**config.mk**
```make
export PLATFORM = sky130hd
export DESIGN_NAME = lsu_regfile
export DESIGN_NICKNAME = d
export VERILOG_FILES = /design/src/rtl/lsu_pkg.sv /design/src/rtl/lsu_regfile.sv
export SDC_FILE = /design/constraint.sdc
export NUM_CORES = 2
export LEC_CHECK = 0
export BUFFER_PORTS_ARGS = -buffer_cell sky130_fd_sc_hd__buf_2
export CORE_ASPECT_RATIO = 0.8
export CORE_MARGIN = 10
export CORE_UTILIZATION = 50
export DETAILED_ROUTE_END_ITERATION = 6
export PLACE_DENSITY = 0.63
export SYNTH_ARGS = -nofsm -noshare
export SYNTH_HDL_FRONTEND = slang
export SYNTH_SLANG_ARGS = --single-unit
```
**constraint.sdc**
```tcl
create_clock -name clk_i -period 5.4 [get_ports clk_i]
set_input_delay 0.54 -clock clk_i [delete_from_list [all_inputs] [get_ports clk_i]]
set_output_delay 0.54 -clock clk_i [all_outputs]
set_load 0.01 [all_outputs]
```
**src/rtl/lsu_pkg.sv**
```systemverilog
// opcodes, operation enum, instruction and stage structs, memory word union
package lsu_pkg;

    // standard MIPS major opcodes
    localparam logic [5:0] OPC_ADDIU = 6'b001001;
    localparam logic [5:0] OPC_LB    = 6'b100000;
    localparam logic [5:0] OPC_LH    = 6'b100001;
    localparam logic [5:0] OPC_LWL   = 6'b100010;
    localparam logic [5:0] OPC_LW    = 6'b100011;
    localparam logic [5:0] OPC_LBU   = 6'b100100;
    localparam logic [5:0] OPC_LHU   = 6'b100101;
    localparam logic [5:0] OPC_LWR   = 6'b100110;
    localparam logic [5:0] OPC_SB    = 6'b101000;
    localparam logic [5:0] OPC_SH    = 6'b101001;
    localparam logic [5:0] OPC_SWL   = 6'b101010;
    localparam logic [5:0] OPC_SW    = 6'b101011;
    localparam logic [5:0] OPC_SWR   = 6'b101110;

    typedef struct packed {
        logic [5:0]  opcode;
        logic [4:0]  rs;
        logic [4:0]  rt;
        logic [15:0] imm;
    } instr_t;

    typedef enum logic [4:0] {
        NOP, ADDIU,
        LB, LBU, LH, LHU, LW, LWL, LWR,
        SB, SH, SW, SWL, SWR
    } lsu_op_e;

    // lane 3 holds byte offset 0 (big-endian)
    typedef union packed {
        logic [3:0][7:0]  lane;
        logic [1:0][15:0] half;
    } mem_word_u;

    typedef struct packed {
        logic        valid;
        lsu_op_e     op;
        logic [4:0]  wd;
        logic        wreg;
        logic [31:0] reg1;
        logic [31:0] reg2;
        logic [31:0] simm;
    } dec_t;

    typedef struct packed {
        logic        valid;
        lsu_op_e     op;
        logic [4:0]  wd;
        logic        wreg;
        logic [31:0] addr;
        logic [31:0] reg2;
    } ex_t;

    typedef struct packed {
        logic        ce;
        logic        we;
        logic [3:0]  sel;
        logic [31:0] addr;
        mem_word_u   wdata;
    } mem_req_t;

    typedef struct packed {
        logic        valid;
        logic        wreg;
        logic [4:0]  wd;
        logic [31:0] wdata;
    } wb_t;

endpackage

```
**src/rtl/lsu_regfile.sv**
```systemverilog
// 32x32 register file, two write-through read ports, one write port
`timescale 1ns/1ps

module lsu_regfile (
    input  logic          clk_i,
    input  logic          rst_n_i,
    input  logic [4:0]    raddr1_i,
    input  logic [4:0]    raddr2_i,
    output logic [31:0]   rdata1_o,
    output logic [31:0]   rdata2_o,
    input  lsu_pkg::wb_t  wb_i
);

    logic [31:0] regs [0:31];
    logic        we;

    // r0 is never written
    assign we = wb_i.valid && wb_i.wreg && (wb_i.wd != 5'd0);

    function automatic logic [31:0] read_port(input logic [4:0] ra);
        if (ra == 5'd0) begin
            return 32'd0;
        end
        if (we && (wb_i.wd == ra)) begin
            return wb_i.wdata;
        end
        return regs[ra];
    endfunction

    always_ff @(posedge clk_i) begin
        if (!rst_n_i) begin
            for (int i = 0; i < 32; i++) begin
                regs[i] <= 32'd0;
            end
        end else if (we) begin
            regs[wb_i.wd] <= wb_i.wdata;
        end
    end

    assign rdata1_o = read_port(raddr1_i);
    assign rdata2_o = read_port(raddr2_i);

endmodule

```
**Word level (Yosys, flattened, before mapping)**

Memories as Yosys holds them, arrays and structs flattened.
Index checks and enable logic that the tools add are counted.

- Reduce and logical (&&, ||, !) cells: 8
- Equality and inequality tests: 2
- Multiplexer cells: 21

Operators by type and width:

| kind | number |
|---|---|
| $mux 32 | 9 |
| $reduce_or 32->1 | 1 |
| $mux 1 | 11 |
| $eq 5x5->1 | 2 |
| $logic_not 5->1 | 2 |
| $mux 5 | 1 |
| $reduce_bool 5->1 | 1 |
| $logic_and 1x1->1 | 4 |

- Output and inout bits: 64
- Bits in registers: 0
- Input port bits: 51
- RAM bits: 1024
- Memories kept: 1
- Logic and storage cells: 32

Memories:

| memory | words | bits a word | rd ports | clocked after Yosys merged registers in | write ports | RTL line | source |
|---|---|---|---|---|---|---|---|
| regs | 32 | 32 | 2 | 0 | 32 | lsu_regfile.sv:14 | `logic [31:0] regs [0:31];` |

**Longest topological paths before layout**

- Depth in word-level cells: 7
- Depth in mapped cells: 11
- Gate-level depth less buffers: 6

**Least setup slack after synthesis**

No wires, ideal clock.

- Path kind: input-to-reg
- From: input wb_i[35] (netlist name)
- To: memory regs[4][0] (enable)
- Arrival: 3.621 ns
- Path slack: 1.313 ns
- Path buffers: 2
- Setup time: 0.466 ns
- Stages on the path: 4
- Required time: 4.934 ns
- Cells stage by stage: buf_4 or3b_2 clkbuf_1 o21ai_0

RTL lines:

| what | RTL line | source |
|---|---|---|
| from (decl) | lsu_regfile.sv:11 | `input lsu_pkg::wb_t wb_i` |
| to (decl) | lsu_regfile.sv:14 |  |

**Worst setup path after layout**

- From: input wb_i[34] (netlist name)
- To: output rdata1_o[5]

- Cells in the longest elaborated chain, start to end: 7
- Elaborated cells between the ends (all ways): 9
- Those cells by class: eq/ne: 1; mux: 5; reduce/logical: 3

Ends and longest elaborated chain:

| what | RTL line | source |
|---|---|---|
| $reduce_bool 5->1 | lsu_regfile.sv:18 | `assign we = wb_i.valid && wb_i.wreg && (wb_i.wd != 5'd0);` |
| $logic_and 1x1->1 | lsu_regfile.sv:18 |  |
| $logic_and 1x1->1 (*) | lsu_regfile.sv:24 | `if (we && (wb_i.wd == ra)) begin` |
| $mux 1 (2 in a row) | lsu_regfile.sv:24 |  |
| $mux 32 (*) | lsu_regfile.sv:27 | `return regs[ra];` |
| $mux 32 (*) | lsu_regfile.sv:24 |  |
| to (decl) | lsu_regfile.sv:9 | `output logic [31:0] rdata1_o,` |

Mark *: on every way between the ends. The rest lies on a longest branch, timed or not. The select of a mux whose other input is x is not followed.

==> flow_summary.yaml <==
outcome:
  status: "complete, no violations"
yosys:
  yosysSeqAreaShare: 0.5538
  synthSimpleGateAreaFrac: 0.1344
  syn_area_sq_um: 55530
  synth_seq_cells: 1024
  ys_warn_count: 0
  ys.flop_type: "edfxtp_1"
  avgSynthCellArea_sq_um: 14.09
  synth_edf_count: 1024
  synthAdderAreaFrac: 0
  synth_mux_area_frac: 0.2140
  synth-xor-area-share: 0.001577
  synth-compound-area-share: 0.06095
  synthCells: 3942
  synth.distinct_cells: 54
  synth_top_family_by_area: "multiplexers"
  async_flop_share: 0
final_layout:
  top_register: "regs"
  top_regs: "regs: 1024 flops"
  layout.cells.non_filler: 5446
  final_nets: 3968
  utilization: 0.5573
  layout_commonest_cell: "edfxtp_1"
  mostFrequentLayoutCells: "edfxtp_1, and2_1, mux4_2, mux2i_1, buf_4"
  area_delta_synth_final_pct: 10.75
  postLayoutCellArea_sq_um: 61490
  drive_gt1_frac: 0.2321
  largest_register_ffs: 1024
clocking:
  hold_buffers: 0
  cts.sinks: 1024
  cts_tree: "done"
  cts_resized: 0
  cts_buffer_depth: 3
  h-tree-depth: 3
  cts_buffers: 105
  postCtsSetupRepairBufs: 0
  cts_root_buf: "clkbuf_16"
  cts.clk_slew.worst_paths_ns: 0.06
sta:
  tightest_slew_ns: 1.346
  slew_headroom: 0.1003
  setup_viol_count_final: 0
  fin_crit_sh: 0.8742
  fmax_mhz: 211.8
  final_max_slew_viol_count: 0
  finalHoldViolations: 0
  rsz0062_at_grt: "no"
  fin_crit_ns: 4.721
  tns_ns: 0
worst_setup_path:
  cp-end-kind: "primary output"
  worst-setup-path-type: "primary input to primary output"
  worstPathRequired_ns: 4.86
  arrival_ns: 4.18
  crit_fanout: 28
  cp-start-kind: "primary input"
hold_path:
  holdPathStages: 2
  hold_end: "regs[16][18]"
  hp-class: "primary input to flip-flop"
  hp-start: "wb_i[18]"
floorplanning:
  io_pins: 115
  die_area_sq_um: 124900
  num_rows: 109
  start_util: 0.5033
  die_x_um: 392.6
  die_h_um: 318.1
  core_region_area_sq_um: 110300
route:
  drc: 0
  drt_first_pass_iters: 7
  vias: 37775
  viasPerCell: 6.936
  wl_per_cell_um: 37.58
  drt_iter0_drc: 6002
  routed_wl_um: 204700
  detail-route-antenna-nets: 0
grt:
  grt_pass1_wl_um: 285400
  antenna_found_initial: 14
  grt_overflow: 0
  grt_max_degree: 66
  grt_pass1_vias: 37251
  grt_usage: 0.3213
power_and_ir_drop:
  ir_drop_v: 0.0002856
  p_per_area_nw_per_um2: 314.8
  power_mw: 19.36
  leakage_nw: 21.55
place:
  placed_area_sq_um: 58120
  io_buffers: 114
  dp_cells: 5253
  place_hpwl_um: 123100
  gp_congestion: 0.8877
flow_run:
  drv_cap: 0
-- report_power, final --
part / internal (mW) / total (mW) / switching (mW)
registers: 9.17 / 9.39 / 0.225
logic: 0.931 / 2.52 / 1.59
clock network: 4.18 / 7.44 / 3.26
total: 14.3 / 19.4 / 5.08
-- worst max-delay path: stages --
cell and delay (ns):
buf_2 0.16, or3_1 0.67, o311ai_4 0.46, nor4_4 0.09, buf_4 0.31, nor2_1 0.65
o311ai_0 0.42, o21ai_0 0.58, buf_2 0.25
-- cells in the mapped netlist, types with 31 or more instances --
| library cell | instances | area (sq um) |
|---|---|---|
| a211oi_1 | 55 | 412.9 |
| a21oi_1 | 56 | 280.3 |
| a221oi_1 | 44 | 385.4 |
| a22oi_1 | 59 | 442.9 |
| a32o_1 | 31 | 310.3 |
| and2_1 | 995 | 6225 |
| buf_2 | 59 | 295.3 |
| buf_4 | 34 | 255.2 |
| clkbuf_1 | 298 | 1119 |
| edfxtp_1 | 1024 | 30750 |
| mux2_2 | 83 | 934.7 |
| mux2i_1 | 313 | 3133 |
| mux4_2 | 347 | 7815 |
| nand2_1 | 108 | 405.4 |
| nor2_1 | 69 | 259.0 |
| nor3_1 | 33 | 165.2 |
| o21ai_0 | 76 | 380.4 |
| o221ai_1 | 32 | 280.3 |
| o22ai_1 | 65 | 406.6 |
-- kinds of logic after synthesis --
kind of cell | after synthesis
buffers and inverters | 429
xor gates and xnor gates | 10
other | 1
AOI/OAI and AO/OA | 471
muxes | 743
and+or+nand+nor | 1264
DFF | 1024
-- layer usage --
layer / share of wire / global-route usage / vias to the layer above
li1: - / - / 15009
met1: 0.38 / 0.4460 / 19325
met2: 0.43 / 0.4630 / 2891
met3: 0.13 / 0.09682 / 550
met4: 0.053 / 0.1457 / 0
met5: 0 / 0 / -
-- stage by stage --
step	worst slack (ns)	hold WS (ns)
finish	0.6793	0.4652
global route	0.8147	0.4855
CTS	1.100	0.4433
detailed placement	1.105	1.204
global placement	1.077	1.206
floorplan	1.313	0.7382
-- worst max path at each step --
stage | depth (start not counted) | slack (ns) | startpoint | to
6_report | 9 | 0.68 | wb_i[34] | rdata1_o[5]
5_1_grt | 9 | 0.81 | wb_i[34] | rdata1_o[5]
4_1_cts | 9 | 1.10 | wb_i[34] | rdata1_o[5]
3_5_place_dp | 9 | 1.11 | wb_i[34] | rdata1_o[5]
3_3_place_gp | 9 | 1.08 | wb_i[34] | rdata1_o[5]
2_1_floorplan | 4 | 1.31 | wb_i[35] | regs[4][0]
-- cell type report --
cell class / instances / area, sq um
Inverter: 3 / 11.26
Sequential cell: 1024 / 30750
Tap cell: 1443 / 1805
Clock buffer: 128 / 2756
Timing Repair Buffer: 263 / 1954
Multi-Input combinational cell: 2520 / 23600
Clock inverter: 64 / 615.6
Antenna cell: 1 / 2.502
Fill cell: 8685 / 48840
(Power assumes the default switching activity.)
