--- config.mk ---
export PLATFORM = sky130hd
export DESIGN_NAME = lsu_decode
export DESIGN_NICKNAME = d
export VERILOG_FILES = /design/src/rtl/lsu_pkg.sv /design/src/rtl/lsu_decode.sv
export SDC_FILE = /design/constraint.sdc
export NUM_CORES = 1
export LEC_CHECK = 0
export BUFFER_PORTS_ARGS = -buffer_cell sky130_fd_sc_hd__buf_4
export CORE_AREA = 2 2 113 115
export DETAILED_ROUTE_END_ITERATION = 7
export DIE_AREA = 0 0 115 117
export PLACE_DENSITY = 0.74
export SLEW_MARGIN = 10
export SYNTH_ARGS = -nofsm -noshare
export SYNTH_HDL_FRONTEND = slang
export SYNTH_SLANG_ARGS = --single-unit
export TNS_END_PERCENT = 10
--- constraint.sdc ---
create_clock -name clk_i -period 1.6 [get_ports clk_i]
set_input_delay 0.4 -clock clk_i [delete_from_list [all_inputs] [get_ports clk_i]]
set_output_delay 0.4 -clock clk_i [all_outputs]
set_load 0.1 [all_outputs]
--- src/rtl/lsu_pkg.sv ---
// opcodes, operation enum, instruction and stage structs, memory word union
package lsu_pkg;

    // standard MIPS major opcodes
    localparam logic [5:0] OPC_ADDIU = 6'b001001;
    localparam logic [5:0] OPC_LB    = 6'b100000;
    localparam logic [5:0] OPC_LH    = 6'b100001;
    localparam logic [5:0] OPC_LWL   = 6'b100010;
    localparam logic [5:0] OPC_LW    = 6'b100011;
    localparam logic [5:0] OPC_LBU   = 6'b100100;
    localparam logic [5:0] OPC_LHU   = 6'b100101;
    localparam logic [5:0] OPC_LWR   = 6'b100110;
    localparam logic [5:0] OPC_SB    = 6'b101000;
    localparam logic [5:0] OPC_SH    = 6'b101001;
    localparam logic [5:0] OPC_SWL   = 6'b101010;
    localparam logic [5:0] OPC_SW    = 6'b101011;
    localparam logic [5:0] OPC_SWR   = 6'b101110;

    typedef struct packed {
        logic [5:0]  opcode;
        logic [4:0]  rs;
        logic [4:0]  rt;
        logic [15:0] imm;
    } instr_t;

    typedef enum logic [4:0] {
        NOP, ADDIU,
        LB, LBU, LH, LHU, LW, LWL, LWR,
        SB, SH, SW, SWL, SWR
    } lsu_op_e;

    // lane 3 holds byte offset 0 (big-endian)
    typedef union packed {
        logic [3:0][7:0]  lane;
        logic [1:0][15:0] half;
    } mem_word_u;

    typedef struct packed {
        logic        valid;
        lsu_op_e     op;
        logic [4:0]  wd;
        logic        wreg;
        logic [31:0] reg1;
        logic [31:0] reg2;
        logic [31:0] simm;
    } dec_t;

    typedef struct packed {
        logic        valid;
        lsu_op_e     op;
        logic [4:0]  wd;
        logic        wreg;
        logic [31:0] addr;
        logic [31:0] reg2;
    } ex_t;

    typedef struct packed {
        logic        ce;
        logic        we;
        logic [3:0]  sel;
        logic [31:0] addr;
        mem_word_u   wdata;
    } mem_req_t;

    typedef struct packed {
        logic        valid;
        logic        wreg;
        logic [4:0]  wd;
        logic [31:0] wdata;
    } wb_t;

endpackage

--- src/rtl/lsu_decode.sv ---
// opcode decode, operand read with forwarding, decode stage register
`timescale 1ns/1ps

module lsu_decode (
    input  logic             clk_i,
    input  logic             rst_n_i,
    input  logic             instr_valid_i,
    input  lsu_pkg::instr_t  instr_i,
    input  lsu_pkg::wb_t     ex_fwd_i,
    input  lsu_pkg::wb_t     mem_fwd_i,
    input  logic [31:0]      rdata1_i,
    input  logic [31:0]      rdata2_i,
    output logic [4:0]       raddr1_o,
    output logic [4:0]       raddr2_o,
    output lsu_pkg::dec_t    dec_o
);
    import lsu_pkg::*;

    lsu_op_e op;
    logic    writes_rt;
    dec_t    dec_d;

    // youngest producer first, the regfile covers the result stage
    function automatic logic [31:0] operand(input logic [4:0]  ra,
                                            input logic [31:0] rf,
                                            input wb_t         ex_f,
                                            input wb_t         mem_f);
        if (ex_f.valid && ex_f.wreg && (ex_f.wd == ra)) begin
            return ex_f.wdata;
        end
        if (mem_f.valid && mem_f.wreg && (mem_f.wd == ra)) begin
            return mem_f.wdata;
        end
        return rf;
    endfunction

    assign raddr1_o = instr_i.rs;
    assign raddr2_o = instr_i.rt;

    always_comb begin
        case (instr_i.opcode)
            OPC_ADDIU: op = ADDIU;
            OPC_LB:    op = LB;
            OPC_LBU:   op = LBU;
            OPC_LH:    op = LH;
            OPC_LHU:   op = LHU;
            OPC_LW:    op = LW;
            OPC_LWL:   op = LWL;
            OPC_LWR:   op = LWR;
            OPC_SB:    op = SB;
            OPC_SH:    op = SH;
            OPC_SW:    op = SW;
            OPC_SWL:   op = SWL;
            OPC_SWR:   op = SWR;
            default:   op = NOP;
        endcase
    end

    assign writes_rt = op inside {ADDIU, LB, LBU, LH, LHU, LW, LWL, LWR};

    always_comb begin
        dec_d.valid = instr_valid_i;
        dec_d.op    = op;
        dec_d.wd    = instr_i.rt;
        dec_d.wreg  = writes_rt && (instr_i.rt != 5'd0);
        dec_d.reg1  = operand(instr_i.rs, rdata1_i, ex_fwd_i, mem_fwd_i);
        dec_d.reg2  = operand(instr_i.rt, rdata2_i, ex_fwd_i, mem_fwd_i);
        dec_d.simm  = {{16{instr_i.imm[15]}}, instr_i.imm};
    end

    always_ff @(posedge clk_i) begin
        dec_o <= dec_d;
        if (!rst_n_i) begin
            dec_o.valid <= 1'b0;
        end
    end

endmodule

# Word level (Yosys, flattened, before mapping)
# Memory sizes are Yosys's and may differ from the RTL's.
# Index checks and enable logic that the tools add are counted.
# op_classes
eq_ne	12
n_mux	14
reduce_logical	9
# op_table
operator	count
$mux W32	8
$eq A5 B3 Y1 const B	4
$eq A5 B5 Y1	4
$eq A5 B2 Y1 const B	2
$reduce_bool A8 Y1	1
$logic_and A1 B1 Y1	7
$mux W1	6
$eq A5 B1 Y1 const B	1
$eq A5 B4 Y1 const B	1
$reduce_bool A5 Y1	1
# word_totals
memories	1
ff_bits	92
input_bits	177
output_inout_bits	118
word_cells	43
mem_bits_ro	256
# mem_list
memory	words	width	rd	rd_clocked_by_memory_dff	wr	line_no	source
(name not given)	64	4	1	0	0	lsu_decode.sv:41	case (instr_i.opcode)

# Depth between registers and ports, before layout
# logic_depth
depth_word	6
mapped_depth	7
depth_no_buf	6

# Worst setup path before layout
# OpenSTA, ideal clock, no wires.
# synth_path
path_kind	register -> output
from	reg dec_o[15] (netlist name)
to	out dec_o[16] in the netlist's numbering
n_path_buf	1
t_arrival_ns	1.626
path_stages_with_launch	2
slack_ns	-0.426
required_ns	1.200
path_cell_list	dfxtp_1 -> buf_4
# synth_lines
element	line_no	source
end, declared	lsu_decode.sv:15	output lsu_pkg::dec_t dec_o
# No word-level cell between the ends.

# Worst setup path in the final report
# layout_path
from	reg dec_o[15] (netlist name)
to	out dec_o[19] in the netlist's numbering
# No word-level cell between the ends.

==> impl_metrics.env <==
export IMPL_ys_async_sr_fraction_pct=0
export IMPL_critPathSlowestCell="dfxtp_2"
export IMPL_io_pins=295
export IMPL_ys_ff_latch=91
export IMPL_ant_nets=0
export IMPL_fin_util_pct=54.3
export IMPL_path_cells="buf_4"
export IMPL_synthCells=495
export IMPL_syn_nets=674
export IMPL_post_route_period_util_pct=98.8
export IMPL_path_buf_inv=1
export IMPL_cts_max_level=3
export IMPL_route_vias_total=5091
export IMPL_crit_family="flip-flops"
export IMPL_finalSetupViolations=0
export IMPL_area_delta_synth_final_pct=61.7
export IMPL_track_usage_pct=24.8
export IMPL_route_met2_wl_microns=8680
export IMPL_critical_path_arrival_ps=1180
export IMPL_clkTransAtPathRegs_ps=70
export IMPL_dieHeight_microns=117
export IMPL_rows=41
export IMPL_initial_utilization_pct=33.6
export IMPL_dp_cells=890
export IMPL_met1_length_microns=6640
export IMPL_ys_types=32
export IMPL_ys_seq_area_share_pct=44.1
export IMPL_drv_cap=0
export IMPL_dieWidth_microns=115
export IMPL_antenna_found_initial=0
export IMPL_gr_total_overflow=0
export IMPL_fin_nets=930
export IMPL_drive_gt1_share_pct=45.1
export IMPL_core_area_sq_um=12300
export IMPL_largest_register_ffs=91
export IMPL_tns_ps=0
export IMPL_outcome="complete, no violations"
export IMPL_irDropWorstVdd_mv=0.490
export IMPL_drc=0
export IMPL_post_cts_buffers=0
export IMPL_syn_area_per_cell_sq_um=8.35
export IMPL_cts_buffer_depth=2
export IMPL_synth_edf_count=0
export IMPL_end_kind="output pin"
export IMPL_dr_pass1_iters=7
export IMPL_top_regs="dec_o: 91 flops"
export IMPL_final_hold_viol_count=0
export IMPL_report_final_slew_viol_count=0
export IMPL_routed_via_density=5.62
export IMPL_rsz0062_at_grt="yes"
export IMPL_n_antenna_cell=0
export IMPL_leakagePower_uw=0.00287
export IMPL_grt_max_degree=33
export IMPL_highest_layer="met4"
export IMPL_drt_iter0_drc=492
export IMPL_port_buffer_count=293
export IMPL_dp_hpwl_microns=13400
export IMPL_wl_microns=17700
export IMPL_netlist_area_sq_um=4130
export IMPL_crit_required_ps=1200
export IMPL_crit_type="reg2out"
export IMPL_wl_met3_microns=1770
export IMPL_cts_tree="yes"
export IMPL_top_register="dec_o"
export IMPL_globalplace_congestion=0.902
export IMPL_final_min_clock_period_ps=1580
export IMPL_final_cell_mix="319 x buf_4, 90 x dfxtp_1, 67 x o21ai_0, 66 x nor3_1, 64 x a31oi_1"
export IMPL_ctsRootBufferMaster="clkbuf_16"
export IMPL_postCtsHoldBufs=0
export IMPL_dieArea_sq_um=13500
export IMPL_crit_fanout=17
export IMPL_hp_class="in2reg"
export IMPL_cellPowerDensity_nw_per_um2=1080
export IMPL_cp_start_kind="flop"
export IMPL_wire_per_inst_microns=19.5
export IMPL_grt_first_pass_wirelength_microns=25700
export IMPL_cts_made_buffers=9
export IMPL_yosys_warnings=0
export IMPL_fillers=1143
export IMPL_final_cells=906
export IMPL_grt_pass1_vias=4880
export IMPL_ys_flop_type="dfxtp_1"
export IMPL_max_stage_delay_ps=480
export IMPL_max_freq_mhz=633
export IMPL_mostFrequentLayoutCell="buf_4"
export IMPL_cts_sink_count=91
export IMPL_multi_input_area_sq_um=1880
export IMPL_regArea_sq_um=1820
-- metrics by stage --
| stage | power (uW) | hold slack, ps | worst slack (ps) | instance area, sq um |
|---|---|---|---|---|
| 6_report | 7190 | 145 | 19.5 | 6680 |
| 5_1_grt | 7400 | 135 | -39.0 | 6680 |
| 4_1_cts | 7220 | 137 | -6.02 | 6680 |
| 3_5_place_dp | 5040 | 506 | -224 | 6380 |
| 3_3_place_gp | 5010 | 504 | -146 | 6380 |
| 2_1_floorplan | 4220 | 428 | 24.1 | 4140 |
-- where the power goes --
part           internal [uW]  switching (uW)
Sequential              2410            52.4
Combinational            675            1860
Clock                   1230             959
-- metal layers --
metal  vias up  global-route usage, %
met4         0                   12.0
met3        52                   5.46
met2       369                   41.6
li1       2321                      -
met1      2349                   30.2
met5         -                      0
-- cells in the mapped netlist, types with 2 or more instances --
library cell  number  area share [%]
buf_4             27             4.9
nand4_1           36             5.4
ha_1               2            0.61
nand2b_1           6            0.91
mux2i_1            2            0.48
nand2_1            5            0.45
a31oi_1           64             9.7
inv_1              5            0.45
dfxtp_1           91              44
and2_1             2            0.30
buf_1              3            0.27
buf_2             11             1.3
nor3_1            66             8.0
buf_6              3            0.82
nand3_1           34             4.1
or2_1              2            0.30
xnor2_1           18             3.8
o21ai_0           67             8.1
a21oi_1            3            0.36
and4_1             2            0.42
nor2_1             2            0.18
clkbuf_1          34             3.1
-- cell type report --
cell class | count | share of cell area (%)
clock inverter | 6 | 1.09
sequential | 91 | 27.3
timing repair buffer | 323 | 37.0
multi-input combinational | 321 | 28.1
tap | 150 | 2.81
clock buffer | 10 | 3.43
inverter | 5 | 0.281
-- logic make-up (layout without fill, tap and decap cells) --
family,Yosys count,count (layout),share of synthesized area (%)
AND/OR/NAND/NOR,159,159,20.9
AO/OA/AOI/OAI,139,139,19.2
flip-flops,91,91,44.1
buffers and inverters,83,344,10.9
XOR/XNOR,18,18,3.81
adder cells (fa/ha/maj),2,2,0.605
multiplexers,2,2,0.484
other,1,1,0.0907
-- timing repair --
action | in CTS | in global routing
endpoints found under the setup margin | 17 | 17
resized for setup | 0 | 0
pin swaps | 0 | 0
-- worst paths after layout --
path | start | endpoint | slack, ps | cells after the start
worst min-delay path | instr_i[11] | dec_o[11] | 140 | 1
worst max-delay path | dec_o[15] | dec_o[19] | 20 | 1
Power figures use the tool's default switching activity.
