**config.mk**
```make
export PLATFORM = sky130hd
export DESIGN_NAME = lsu_execute
export DESIGN_NICKNAME = d
export VERILOG_FILES = /design/src/rtl/lsu_pkg.sv /design/src/rtl/lsu_execute.sv
export SDC_FILE = /design/constraint.sdc
export NUM_CORES = 1
export LEC_CHECK = 0
export BUFFER_PORTS_ARGS = -buffer_cell sky130_fd_sc_hd__buf_2
export CAP_MARGIN = 40
export CORE_MARGIN = 2
export CORE_UTILIZATION = 30
export CTS_BUF_LIST = sky130_fd_sc_hd__clkbuf_8
export CTS_CLUSTER_SIZE = 25
export DETAILED_ROUTE_END_ITERATION = 8
export GPL_TIMING_DRIVEN = 0
export SLEW_MARGIN = 20
export SYNTH_ARGS = -nofsm -noshare
export SYNTH_HDL_FRONTEND = slang
export SYNTH_SLANG_ARGS = --single-unit
```
**constraint.sdc**
```tcl
create_clock -name clk_i -period 3.5 [get_ports clk_i]
set_input_delay 0.7 -clock clk_i [delete_from_list [all_inputs] [get_ports clk_i]]
set_output_delay 0.7 -clock clk_i [all_outputs]
set_load 0.02 [all_outputs]
```
**src/rtl/lsu_pkg.sv**
```systemverilog
// opcodes, operation enum, instruction and stage structs, memory word union
package lsu_pkg;

    // standard MIPS major opcodes
    localparam logic [5:0] OPC_ADDIU = 6'b001001;
    localparam logic [5:0] OPC_LB    = 6'b100000;
    localparam logic [5:0] OPC_LH    = 6'b100001;
    localparam logic [5:0] OPC_LWL   = 6'b100010;
    localparam logic [5:0] OPC_LW    = 6'b100011;
    localparam logic [5:0] OPC_LBU   = 6'b100100;
    localparam logic [5:0] OPC_LHU   = 6'b100101;
    localparam logic [5:0] OPC_LWR   = 6'b100110;
    localparam logic [5:0] OPC_SB    = 6'b101000;
    localparam logic [5:0] OPC_SH    = 6'b101001;
    localparam logic [5:0] OPC_SWL   = 6'b101010;
    localparam logic [5:0] OPC_SW    = 6'b101011;
    localparam logic [5:0] OPC_SWR   = 6'b101110;

    typedef struct packed {
        logic [5:0]  opcode;
        logic [4:0]  rs;
        logic [4:0]  rt;
        logic [15:0] imm;
    } instr_t;

    typedef enum logic [4:0] {
        NOP, ADDIU,
        LB, LBU, LH, LHU, LW, LWL, LWR,
        SB, SH, SW, SWL, SWR
    } lsu_op_e;

    // lane 3 holds byte offset 0 (big-endian)
    typedef union packed {
        logic [3:0][7:0]  lane;
        logic [1:0][15:0] half;
    } mem_word_u;

    typedef struct packed {
        logic        valid;
        lsu_op_e     op;
        logic [4:0]  wd;
        logic        wreg;
        logic [31:0] reg1;
        logic [31:0] reg2;
        logic [31:0] simm;
    } dec_t;

    typedef struct packed {
        logic        valid;
        lsu_op_e     op;
        logic [4:0]  wd;
        logic        wreg;
        logic [31:0] addr;
        logic [31:0] reg2;
    } ex_t;

    typedef struct packed {
        logic        ce;
        logic        we;
        logic [3:0]  sel;
        logic [31:0] addr;
        mem_word_u   wdata;
    } mem_req_t;

    typedef struct packed {
        logic        valid;
        logic        wreg;
        logic [4:0]  wd;
        logic [31:0] wdata;
    } wb_t;

endpackage

```
**src/rtl/lsu_execute.sv**
```systemverilog
// address and ADDIU adder, early forward, execute stage register
`timescale 1ns/1ps

module lsu_execute (
    input  logic           clk_i,
    input  logic           rst_n_i,
    input  lsu_pkg::dec_t  dec_i,
    output lsu_pkg::wb_t   fwd_o,
    output lsu_pkg::ex_t   ex_o
);
    import lsu_pkg::*;

    logic [31:0] sum;
    ex_t         ex_d;

    // same adder serves ADDIU and the effective address
    assign sum = dec_i.reg1 + dec_i.simm;

    // loads are not ready yet, only ADDIU forwards from here
    always_comb begin
        fwd_o.valid = dec_i.valid && (dec_i.op == ADDIU);
        fwd_o.wreg  = dec_i.wreg;
        fwd_o.wd    = dec_i.wd;
        fwd_o.wdata = sum;
    end

    always_comb begin
        ex_d.valid = dec_i.valid;
        ex_d.op    = dec_i.op;
        ex_d.wd    = dec_i.wd;
        ex_d.wreg  = dec_i.wreg;
        ex_d.addr  = sum;
        ex_d.reg2  = dec_i.reg2;
    end

    always_ff @(posedge clk_i) begin
        ex_o <= ex_d;
        if (!rst_n_i) begin
            ex_o.valid <= 1'b0;
        end
    end

endmodule

```
; ---- After elaboration in Yosys (flattened, before gate mapping)
; Cells that the tools add are included.
[totals]
out_inout_bits = 115
register_bits = 76
word_cells = 9
input_bits = 110
[classes]
n_eq_ne = 1
n_reduce_logical = 1
n_addsub = 1
[op_table]
columns = op, n
row1 = 32-bit adder, 1
row2 = "5-bit by 1-bit equality test with 1-bit output, second input constant", 1
row3 = 1-bit logical AND, 1

; ---- Logic depth before layout (Yosys ltp)
[depth]
depth_word = 2
ltp_mapped = 9
mapped_depth_nobuf = 9

; ---- Worst setup path after synthesis
; No wires, ideal clock.
[synth_timing]
path_type = input to output
from = input port dec_i[10] (netlist bit)
to = output port fwd_o[30] (netlist bit)
required_time_ps = 2800
setup_slack_ps = -97
path_buffers = 0
cell_stages = 7
t_arrival_ps = 2897
path_cell_list = ha_1 > nand2_1 > o32ai_1 > a21oi_1 > o221ai_1 > a21oi_1 > o311ai_0
[synth_lines]
columns = item, line
row1 = "start, declared", lsu_execute.sv:7  ; input lsu_pkg::dec_t dec_i,
row2 = "end, declared", lsu_execute.sv:8  ; output lsu_pkg::wb_t fwd_o,

==> impl_summary.txt <==
----------------------------------------------------
[Cells and area]
  Number of flip-flops under the largest register name ... 76
  Biggest register ... ex_o
  Fill count ... between 1000 and 1500
  Proportion of layout cells with a drive suffix above 1 ... 0.560
  Biggest regs ... ex_o x76
  FF+latch area ... ~1500 um2
  Area growth from synthesis to layout ... 62.1%
  Ant. Diodes ... 0
  Final net count ... about 720
  Total area of multi-input combinational cells ... 2030 um2

[Detailed routing]
  Number of detailed-routing iterations run before antenna repair ... 4
  Number of design-rule violations left by the first detailed-router iteration ... about 140
  Number of vias after detailed routing ... between 3000 and 4000
  Average wire per standard cell ... 15.0 um
  Detailed-route vias per instance ... 4.72
  WL final ... between 10 and 15 mm
  Total DRC errors in the routed layout ... 0
  Antenna Violating Nets Remaining ... 0

[Power]
  IR Drop Worst-Case VDD ... 271 uV
  Power per cell area ... 496 nW/um2
  Static power due to leakage ... 0.00263 uW

[Worst setup path]
  Worst-path maximum fanout ... 4
  Startpoint Class ... input port
  Worst setup EP type ... output pin
  WS Path Type ... in2out
  Required time of the critical path ... 2.80 ns
  Worst EP arrival ... just under 3 ns

[Timing]
  Number of endpoints failing setup at the final stage ... 9
  Final worst path period need ... 3.61 ns
  Post-route clock period utilization ... 1.03
  Setup TNS after final layout ... -0.339 ns
  Number of hold-slack violations in the final timing report ... 0
  Transition time at the pin with the least slew margin ... 0.379 ns
  Minimum setup slack in the final design ... -0.112 ns
  F_max ... 277 MHz
  Number of max-slew violations in the final report ... 0
  Setup repair after global routing missed its margin ... yes
  Max-Slew Margin vs Limit ... 0.747

[GRT]
  Pin count of the biggest net entering global routing ... 17
  Overall routing resource usage ... 0.169
  Via count of the first global-routing pass ... 3303
  First-pass GRT wire length ... 15.6 mm
  Grt ovf ... 0
  Number of antenna violations at the first check in global routing ... 0

[Clock network]
  CTS H-tree depth ... 3
  Clock tree sinks ... 76
  Clock tree from TritonCTS ... done
  Clock-pin slew reported for the worst setup and hold paths after clock tree synthesis ... 0.10 ns
  Root Driver ... sky130_fd_sc_hd__clkbuf_8
  Clock Tree Buf Depth ... 2
  TritonCTS Buffers ... 9
  Cts-stage hold buffer count ... 0

[Floorplanning]
  DIE AREA ... 11900 um2
  Number of placement rows ... 38
  Die Span X ... 109 um
  Die boundary height ... 109 um
  Total core area ... 10800 um2
  Effective utilization at floorplan ... 0.307
  Number of ports placed on the die boundary ... 225

[Synth]
  Yosys cell types ... 48
  Post-synthesis instance total ... 325
  Number of synthesized flops with an enable pin ... 0
  Count of warnings emitted by yosys ... 0
  Syn_nets ... 467
  Number of flip-flops and latches in the synthesized netlist ... 76
  Post-synth ARST share ... 0
  Ys flop type ... sky130_fd_sc_hd__dfxtp_1
  Syn avg cell area ... between 10 and 15 um2
  Area of the mapped netlist ... 3320 um2
  Portion of the post-synthesis area used by sequential elements ... 0.458

[Placement]
  Port bufs ... 224
  Worst Setup Slack post-DPL ... -0.508 ns
  HPWL after detailed placement ... between 8 and 9 mm
  Gpl congestion ... between 0.8 and 0.9

[Worst hold path]
  Hold Path End ... ex_o[13]$_DFF_P_
  Worst min-delay path class ... in2reg
  Startpoint of the most critical hold path ... dec_i[45]
  Hold Crit Depth ... 1

[Outcome]
  Failing checks ... negative setup slack
  Status ... finished, violations left

[Run]
  Max cap viols ... 0

----------------------------------------------------
## cells in the final DEF, fill, tap and decap left out, types with 4 or more instances in the layout
cell,synthesis,routed
sky130_fd_sc_hd__ha_4,0,12
sky130_fd_sc_hd__xor2_1,13,12
sky130_fd_sc_hd__inv_1,4,4
sky130_fd_sc_hd__clkbuf_8,0,9
sky130_fd_sc_hd__dfxtp_1,76,76
sky130_fd_sc_hd__buf_2,3,206
sky130_fd_sc_hd__a21oi_1,35,23
sky130_fd_sc_hd__o21ai_0,13,9
sky130_fd_sc_hd__nand4_1,7,7
sky130_fd_sc_hd__xnor2_1,15,13
sky130_fd_sc_hd__ha_1,31,12
sky130_fd_sc_hd__a211oi_2,0,4
sky130_fd_sc_hd__a21oi_2,0,12
sky130_fd_sc_hd__a21o_1,18,18
sky130_fd_sc_hd__nand3_1,8,8
sky130_fd_sc_hd__o21bai_1,4,4
sky130_fd_sc_hd__buf_4,7,34
sky130_fd_sc_hd__buf_6,0,14
sky130_fd_sc_hd__ha_2,0,7
sky130_fd_sc_hd__o21a_1,4,4
sky130_fd_sc_hd__nor2_1,10,10
sky130_fd_sc_hd__nand2_1,24,23
## metrics by stage
stage	utilization	hold WS [ns]	total power, uW	cell area (um2)	std cells
final	0.497	0.430	2670	5390	724
after global routing	0.497	0.412	2820	5390	724
after CTS	0.487	0.405	2670	5280	721
after detailed placement	0.426	0.804	1900	4620	689
after global placement	0.426	0.803	1890	4620	689
after floorplan	-	0.728	1580	3320	325
## power breakdown
part / total (uW) / switching (uW) / internal, uW
sequential: 996 / 22.7 / 973
clock: 659 / 383 / 276
combinational: 1020 / 603 / 412
total: 2670 / 1010 / 1660
## critical path, stage by stage
cell and delay (ns):
sky130_fd_sc_hd__buf_6 0.10, sky130_fd_sc_hd__ha_4 0.27, sky130_fd_sc_hd__o211ai_1 0.09, sky130_fd_sc_hd__o21a_1 0.23, sky130_fd_sc_hd__a21o_1 0.21, sky130_fd_sc_hd__a41oi_4 0.29
sky130_fd_sc_hd__a311oi_4 0.17, sky130_fd_sc_hd__o311a_1 0.32, sky130_fd_sc_hd__or3_4 0.39, sky130_fd_sc_hd__buf_6 0.14
## final cells by class
cell class | count | area share
flip-flops and latches | 76 | 0.282
well taps | 140 | 0.0325
clock inverters | 7 | 0.0121
clock buffers | 9 | 0.0230
inverters | 4 | 0.00279
plain buffers | 11 | 0.0137
repair buffers | 245 | 0.256
multi-input cells | 232 | 0.377
## synthesized netlist by cell type, types with 4 or more instances
master                      n  area share
sky130_fd_sc_hd__o21a_1     4      0.0090
sky130_fd_sc_hd__a21o_1    18       0.041
sky130_fd_sc_hd__inv_1      4      0.0045
sky130_fd_sc_hd__xnor2_1   15       0.040
sky130_fd_sc_hd__o21bai_1   4      0.0090
sky130_fd_sc_hd__xor2_1    13       0.034
sky130_fd_sc_hd__a211oi_1   6       0.014
sky130_fd_sc_hd__a21oi_1   35       0.053
sky130_fd_sc_hd__dfxtp_1   76        0.46
sky130_fd_sc_hd__buf_4      7       0.016
sky130_fd_sc_hd__ha_1      31        0.12
sky130_fd_sc_hd__nand3_1    8       0.012
sky130_fd_sc_hd__o21ai_0   13       0.020
sky130_fd_sc_hd__nand4_1    7       0.013
sky130_fd_sc_hd__nor2_1    10       0.011
sky130_fd_sc_hd__nand2_1   24       0.027
## layer usage
metal	routed length (um)	up-vias	part of all wire	track usage
li1	-	1686	-	-
met1	4120	1549	0.38	0.183
met2	5420	146	0.50	0.293
met3	878	36	0.081	0.0502
met4	417	0	0.038	0.0995
met5	0	-	0	0
## timing repair
| item | CTS | global route |
|---|---|---|
| hold endpoints to repair | 0 | 0 |
| setup buffers | 18 | 3 |
| endpoints found under the setup margin | 16 | 12 |
| gates resized for setup | 59 | 21 |
| pin swaps | 27 | 9 |
## how the worst max path moves through the flow
| stage | startpoint | end | slack [ns] | depth (start not counted) |
|---|---|---|---|---|
| global route | dec_i[24] | fwd_o[31] | -0.21 | 11 |
| floorplan | dec_i[0] | fwd_o[28] | 0.006 | 9 |
| CTS | dec_i[64] | fwd_o[26] | -0.11 | 11 |
| finish | dec_i[68] | fwd_o[31] | -0.11 | 10 |
| global placement | dec_i[0] | fwd_o[28] | -0.49 | 11 |
| detailed placement | dec_i[0] | fwd_o[26] | -0.51 | 11 |
## cell families after synthesis
group                    Yosys count  share of synthesized area
AO/OA/AOI/OAI                     99                      0.203
XOR/XNOR                          28                     0.0738
adder cells (fa/ha/maj)           32                      0.123
buffers and inverters             17                     0.0282
flip-flops                        76                      0.458
multiplexers                       2                    0.00602
AND/OR/NAND/NOR                   71                      0.109
Note: power is estimated with default switching activity, not from simulation.
