==> src/rtl/lsu_pkg.sv <==
// opcodes, operation enum, instruction and stage structs, memory word union
package lsu_pkg;

    // standard MIPS major opcodes
    localparam logic [5:0] OPC_ADDIU = 6'b001001;
    localparam logic [5:0] OPC_LB    = 6'b100000;
    localparam logic [5:0] OPC_LH    = 6'b100001;
    localparam logic [5:0] OPC_LWL   = 6'b100010;
    localparam logic [5:0] OPC_LW    = 6'b100011;
    localparam logic [5:0] OPC_LBU   = 6'b100100;
    localparam logic [5:0] OPC_LHU   = 6'b100101;
    localparam logic [5:0] OPC_LWR   = 6'b100110;
    localparam logic [5:0] OPC_SB    = 6'b101000;
    localparam logic [5:0] OPC_SH    = 6'b101001;
    localparam logic [5:0] OPC_SWL   = 6'b101010;
    localparam logic [5:0] OPC_SW    = 6'b101011;
    localparam logic [5:0] OPC_SWR   = 6'b101110;

    typedef struct packed {
        logic [5:0]  opcode;
        logic [4:0]  rs;
        logic [4:0]  rt;
        logic [15:0] imm;
    } instr_t;

    typedef enum logic [4:0] {
        NOP, ADDIU,
        LB, LBU, LH, LHU, LW, LWL, LWR,
        SB, SH, SW, SWL, SWR
    } lsu_op_e;

    // lane 3 holds byte offset 0 (big-endian)
    typedef union packed {
        logic [3:0][7:0]  lane;
        logic [1:0][15:0] half;
    } mem_word_u;

    typedef struct packed {
        logic        valid;
        lsu_op_e     op;
        logic [4:0]  wd;
        logic        wreg;
        logic [31:0] reg1;
        logic [31:0] reg2;
        logic [31:0] simm;
    } dec_t;

    typedef struct packed {
        logic        valid;
        lsu_op_e     op;
        logic [4:0]  wd;
        logic        wreg;
        logic [31:0] addr;
        logic [31:0] reg2;
    } ex_t;

    typedef struct packed {
        logic        ce;
        logic        we;
        logic [3:0]  sel;
        logic [31:0] addr;
        mem_word_u   wdata;
    } mem_req_t;

    typedef struct packed {
        logic        valid;
        logic        wreg;
        logic [4:0]  wd;
        logic [31:0] wdata;
    } wb_t;

endpackage

==> src/rtl/lsu_mem_access.sv <==
// byte select, store data placement and load extraction for all load/store forms
`timescale 1ns/1ps

module lsu_mem_access (
    input  lsu_pkg::ex_t       ex_i,
    input  lsu_pkg::mem_word_u rdata_i,
    output lsu_pkg::mem_req_t  req_o,
    output lsu_pkg::wb_t       wb_o
);
    import lsu_pkg::*;

    logic [1:0]  off;
    logic [1:0]  lane;
    logic [4:0]  sh_left;
    logic [4:0]  sh_right;
    logic [7:0]  rd_byte;
    logic [15:0] rd_half;
    logic        half_ok;
    logic [3:0]  half_sel;
    logic [31:0] rd_word;
    logic [31:0] word_addr;
    logic        is_load;
    logic        is_store;

    assign off = ex_i.addr[1:0];
    // big-endian, offset n sits in lane 3-n
    assign lane     = ~off;
    assign sh_left  = {off, 3'b000};
    assign sh_right = {lane, 3'b000};

    assign rd_byte  = rdata_i.lane[lane];
    assign rd_half  = rdata_i.half[~off[1]];
    assign rd_word  = rdata_i;
    assign half_ok  = ~off[0];
    assign half_sel = half_ok ? (off[1] ? 4'b0011 : 4'b1100) : 4'b0000;

    // unaligned word forms work on the enclosing word
    assign word_addr = {ex_i.addr[31:2], 2'b00};

    assign is_load  = ex_i.op inside {LB, LBU, LH, LHU, LW, LWL, LWR};
    assign is_store = ex_i.op inside {SB, SH, SW, SWL, SWR};

    always_comb begin
        req_o.ce    = ex_i.valid && (is_load || is_store);
        req_o.we    = ex_i.valid && is_store;
        req_o.sel   = 4'b0000;
        req_o.addr  = ex_i.addr;
        req_o.wdata = ex_i.reg2;

        wb_o.valid = ex_i.valid;
        wb_o.wreg  = ex_i.wreg;
        wb_o.wd    = ex_i.wd;
        wb_o.wdata = 32'd0;

        case (ex_i.op)
            ADDIU: wb_o.wdata = ex_i.addr;
            LB: begin
                req_o.sel  = 4'b0001 << lane;
                wb_o.wdata = {{24{rd_byte[7]}}, rd_byte};
            end
            LBU: begin
                req_o.sel  = 4'b0001 << lane;
                wb_o.wdata = {24'd0, rd_byte};
            end
            // misaligned halfword loads return zero
            LH: begin
                req_o.sel  = half_sel;
                wb_o.wdata = half_ok ? {{16{rd_half[15]}}, rd_half} : 32'd0;
            end
            LHU: begin
                req_o.sel  = half_sel;
                wb_o.wdata = half_ok ? {16'd0, rd_half} : 32'd0;
            end
            LW: begin
                req_o.sel  = 4'b1111;
                wb_o.wdata = rd_word;
            end
            // memory moves up, rt fills the low 8n bits
            LWL: begin
                req_o.addr = word_addr;
                req_o.sel  = 4'b1111;
                wb_o.wdata = (rd_word << sh_left)
                           | (ex_i.reg2 & ~(32'hffff_ffff << sh_left));
            end
            // top n+1 memory bytes land in the low end of rt
            LWR: begin
                req_o.addr = word_addr;
                req_o.sel  = 4'b1111;
                wb_o.wdata = (rd_word >> sh_right)
                           | (ex_i.reg2 & ~(32'hffff_ffff >> sh_right));
            end
            SB: begin
                req_o.sel   = 4'b0001 << lane;
                req_o.wdata = {4{ex_i.reg2[7:0]}};
            end
            // sel stays empty when misaligned, so nothing is written
            SH: begin
                req_o.sel   = half_sel;
                req_o.wdata = {2{ex_i.reg2[15:0]}};
            end
            SW: begin
                req_o.sel = 4'b1111;
            end
            SWL: begin
                req_o.addr  = word_addr;
                req_o.sel   = 4'b1111 >> off;
                req_o.wdata = ex_i.reg2 >> sh_left;
            end
            SWR: begin
                req_o.addr  = word_addr;
                req_o.sel   = 4'b1111 << lane;
                req_o.wdata = ex_i.reg2 << sh_right;
            end
            default: wb_o.wdata = 32'd0;
        endcase
    end

endmodule

==> config.mk <==
export PLATFORM = sky130hd
export DESIGN_NAME = lsu_mem_access
export DESIGN_NICKNAME = d
export VERILOG_FILES = /design/src/rtl/lsu_pkg.sv /design/src/rtl/lsu_mem_access.sv
export SDC_FILE = /design/constraint.sdc
export NUM_CORES = 1
export LEC_CHECK = 0
export BUFFER_PORTS_ARGS = -buffer_cell sky130_fd_sc_hd__buf_2
export CAP_MARGIN = 0
export CORE_MARGIN = 2
export CORE_UTILIZATION = 51
export DETAILED_ROUTE_END_ITERATION = 8
export PLACE_DENSITY = 0.91
export SLEW_MARGIN = 20
export SYNTH_ARGS = -nofsm -noshare
export SYNTH_HDL_FRONTEND = slang
export SYNTH_SLANG_ARGS = --single-unit
==> constraint.sdc <==
create_clock -name vclk -period 3
set_input_delay 0.15 -clock vclk [all_inputs]
set_output_delay 0.15 -clock vclk [all_outputs]
set_load 0.005 [all_outputs]
Word level (Yosys, flattened, before mapping)
Cells that the tools add are included.
{"block": "op_classes", "magnitude_cmp": 2, "eq_ne": 13, "n_shift": 9, "muxes": 12, "bitwise": 8, "reduce_logical": 9}
{"op": "case mux 32 bit (8 select lines)", "n": 1}
{"op": "case mux 32 bit (4 select lines)", "n": 1}
{"op": "bitwise AND 32 bit", "n": 2}
{"op": "NOT 32 bit", "n": 2}
{"op": "OR 32 bit", "n": 2}
{"op": "<< shifter 32 x 5 -> 32 bit", "n": 2}
{"op": "right shift 32 x 5 -> 32 bit", "n": 2}
{"op": "two-way mux 16 bit", "n": 3}
{"op": "two-way mux 32 bit", "n": 1}
{"op": "<< shifter 32 x 5 -> 32 bit, first input constant", "n": 1}
{"op": "right shift 32 x 5 -> 32 bit, first input constant", "n": 1}
{"op": "equality test 5 x 4 -> 1 bit, second input constant", "n": 6}
{"op": "equality test 5 x 3 -> 1 bit, second input constant", "n": 4}
{"op": "case mux 4 bit (5 select lines)", "n": 1}
{"op": "binary-select mux 8 bit (select 2 bit)", "n": 1}
{"op": "equality test 5 x 2 -> 1 bit, second input constant", "n": 2}
{"op": "two-way mux 4 bit", "n": 2}
{"op": "two-way mux 8 bit", "n": 1}
{"op": "OR reduction 4 bit", "n": 2}
{"op": "nonzero test 7 bit", "n": 1}
{"op": "OR reduction 3 bit", "n": 2}
{"op": "equality test 5 x 1 -> 1 bit, second input constant", "n": 1}
{"op": "nonzero test 5 bit", "n": 1}
{"op": "<< shifter 1 x 2 -> 4 bit, first input constant", "n": 1}
{"op": "9 further kinds", "n": 10}
{"block": "word_totals", "regBits": 0, "input_bits": 108, "elab_cells": 53}

Longest topological paths before layout
{"block": "logic_depth", "word_depth": 6, "mapped_depth": 9, "mapped_depth_nobuf": 4}

Worst setup path after synthesis
No wires, ideal clock.
{"block": "synth_path", "path_type": "input to output", "start": "in ex_i[32] (netlist bit)", "end": "out wb_o[16] (netlist bit)", "t_arrival_ps": 1537, "path_slack_ps": 1313, "stages": 5, "n_path_buf": 2, "path_cell_list": "buf_6 > buf_8 > mux4_2 > a222oi_1 > or3b_1"}
{"element": "start, declared", "line_no": "lsu_mem_access.sv:5", "rtl": "input lsu_pkg::ex_t ex_i,"}
{"element": "end, declared", "line_no": "lsu_mem_access.sv:8", "rtl": "output lsu_pkg::wb_t wb_o"}

==> impl_metrics.yaml <==
layout:
  fillerInstances: 676
  area_growth_pct: 18.6
  regArea_um2: 0
  drive_above_1_share_pct: 43.1
  antenna_cells: 0
  finish.net_count: 745
  seq_cells: 0
  n_clock_buffer: 0
  finish.utilization_pct: 62.8
  multi_input_area_um2: 3210
placed_design:
  gp_congestion: 0.969
  portBuffers: 205
  dp_hpwl_um: 12500
sta:
  drv_slew: 0
  fin_crit_sh_pct: 80.2
  worst_slew_pin_slew_ns: 0.829
  fmax_ghz: 0.416
  tns_ns: 0
  hold_violations: 0
  period_minus_slack_ns: 2.41
  setup_violations: 0
  relSlewSlack_pct: 44.5
  rsz0062_at_grt: "false"
floorplanning:
  fp.dieH_um: 90.8
  initial_core_util_pct: 52.9
  ios: 217
  die_w_um: 90.8
  rows: 31
  fp.dieArea_um2: 8240
  coreArea_um2: 7250
hold_path:
  hp-class: "in2out"
clock_network:
  hold_buffers: 0
  post_cts_resized: 0
  postCtsSetupBuffers: 0
global_route:
  grt_pass1_vias: 4725
  top_usage_layer: "met2"
  globalRouteMet2Util_pct: 61.6
  grt_use_met1_pct: 45.7
  grt_max_degree: 53
  grt_use_met3_pct: 4.17
  antenna_found_initial: 0
  gr-total-overflow: 0
  grt_pass1_wl_um: 24600
  grt_usage_pct: 36.1
synthesis:
  synthesis.area_um2: 3840
  syn_area_per_cell_um2: 7.62
  synth_cells: 504
  yosys_warnings: 0
  seq_area_frac_synth_pct: 0
  ys_types: 57
  synth_nets: 612
drt:
  drt_wl_total_um: 16300
  drc: 0
  drt_first_iter_violations: 654
  wl_per_cell_um: 22.2
  via_per_inst: 7.13
  postRouteAntennaNets: 0
  drtPass1Iterations: 7
  vias: 5233
critical_path:
  criticalPathCategory: "in2out"
  worstSetupEndpointType: "primary output"
  worstPathRequired_ns: 2.85
  crit_top_cell: "buf_4"
  cp_max_fo: 52
  arrival_ns: 2.26
  slowest_stage: "buf_4"
  max_stage_delay_ns: 0.47
  path_cells: "buf_4 > buf_4 > mux2_2 > nand3_1 > o21ai_2 > or3b_1 > buf_2"
  start_kind: "primary input"
power:
  p_leak_nw: 2.23
  power_density_nw_per_um2: 141
  peakVddDrop_v: 0.0000977
run:
  maxCapViolations: 0
status:
  status: "finished clean"
==> placed cells by master, fill, tap and decap left out, drive strengths merged, types with 2 or more instances in the layout <==
| cell | n |
|---|---|
| a211o | 10 |
| a211oi | 10 |
| a21boi | 2 |
| a21oi | 14 |
| a221o | 24 |
| a221oi | 7 |
| a222oi | 16 |
| a22o | 15 |
| a22oi | 15 |
| a2bb2oi | 7 |
| a31oi | 14 |
| a32oi | 2 |
| and2 | 6 |
| and3 | 15 |
| buf | 223 |
| inv | 11 |
| mux2 | 16 |
| mux2i | 23 |
| mux4 | 25 |
| nand2 | 41 |
| nand2b | 12 |
| nand3 | 13 |
| nand3b | 2 |
| nand4 | 3 |
| nor2 | 34 |
| nor2b | 3 |
| nor3 | 4 |
| nor3b | 3 |
| nor4 | 2 |
| o211ai | 8 |
| o21ai | 23 |
| o221ai | 2 |
| o22ai | 9 |
| or2 | 2 |
| or3b | 11 |
==> cell families (layout without fill, tap and decap cells) <==
family	after synthesis	after routing	share of synthesized area, %
compound gates	182	182	37.0
simple gates	155	155	21.3
buf+inv	103	234	16.4
mux	64	64	25.4
==> power by group <==
group | internal [W] | switching (W)
Clock | 0 | 0
Combinational | 0.000295 | 0.000348
Sequential | 0 | 0
Total | 0.000295 | 0.000348
==> layout make-up <==
cell class	count	share of cell area, %
inverter	11	0.907
multi-input combinational	401	70.5
timing repair buffer	223	25.9
tap	99	2.72
==> synthesized netlist by cell type, types with 3 or more instances <==
library cell / n / area share, %
buf_4: 42 / 8.2
nand2_1: 41 / 4.0
nor2_1: 34 / 3.3
mux4_2: 25 / 15
a221o_1: 24 / 6.3
buf_2: 23 / 3.0
mux2i_1: 23 / 6.0
o21ai_0: 20 / 2.6
a222oi_1: 16 / 4.2
clkbuf_1: 16 / 1.6
a22o_1: 15 / 3.4
a22oi_1: 15 / 2.9
and3_1: 15 / 2.4
mux2_2: 15 / 4.4
a21oi_1: 14 / 1.8
a31oi_1: 14 / 2.3
nand2b_1: 12 / 2.0
nand3_1: 12 / 1.6
inv_1: 11 / 1.1
a211o_1: 10 / 2.3
o22ai_1: 9 / 1.5
or3b_1: 9 / 2.1
a211oi_1: 8 / 1.6
o211ai_1: 8 / 1.6
a221oi_1: 7 / 1.6
a2bb2oi_1: 7 / 1.6
buf_6: 6 / 1.8
and2_1: 5 / 0.81
buf_1: 4 / 0.39
nand4_1: 3 / 0.49
nor2b_1: 3 / 0.49
nor3_1: 3 / 0.39
==> worst max-delay path: cells and delay by family <==
| kind | cells | cell delay, ns |
|---|---|---|
| mux | 1 | 0.36 |
| simple gates | 2 | 0.56 |
| compound gates | 1 | 0.21 |
| buf+inv | 3 | 0.96 |
==> final timing paths <==
kind / start / end / slack [ns] / cells past startpoint
setup / recovery: ex_i[33] / wb_o[23] / 0.59 / 7
hold / removal: ex_i[65] / wb_o[32] / 0.30 / 0
==> through the flow <==
step,worst slack [ns],instances,total power (W),hold slack [ns],cell area (um^2)
final,0.594,734,0.000643,0.300,4550
after global routing,0.456,734,0.000684,0.300,4550
after CTS,0.624,734,0.000628,0.300,4550
after detailed placement,0.628,734,0.000626,0.300,4550
after global placement,0.709,734,0.000611,0.300,4550
after floorplan,1.31,504,0.000393,0.381,3840
==> metal layers <==
metal	routed length, um	share of wire, %
met3	2060	13
met2	7740	47
met5	0	0
met4	798	4.9
met1	5720	35
No activity file was read; power rests on OpenSTA's default activity.
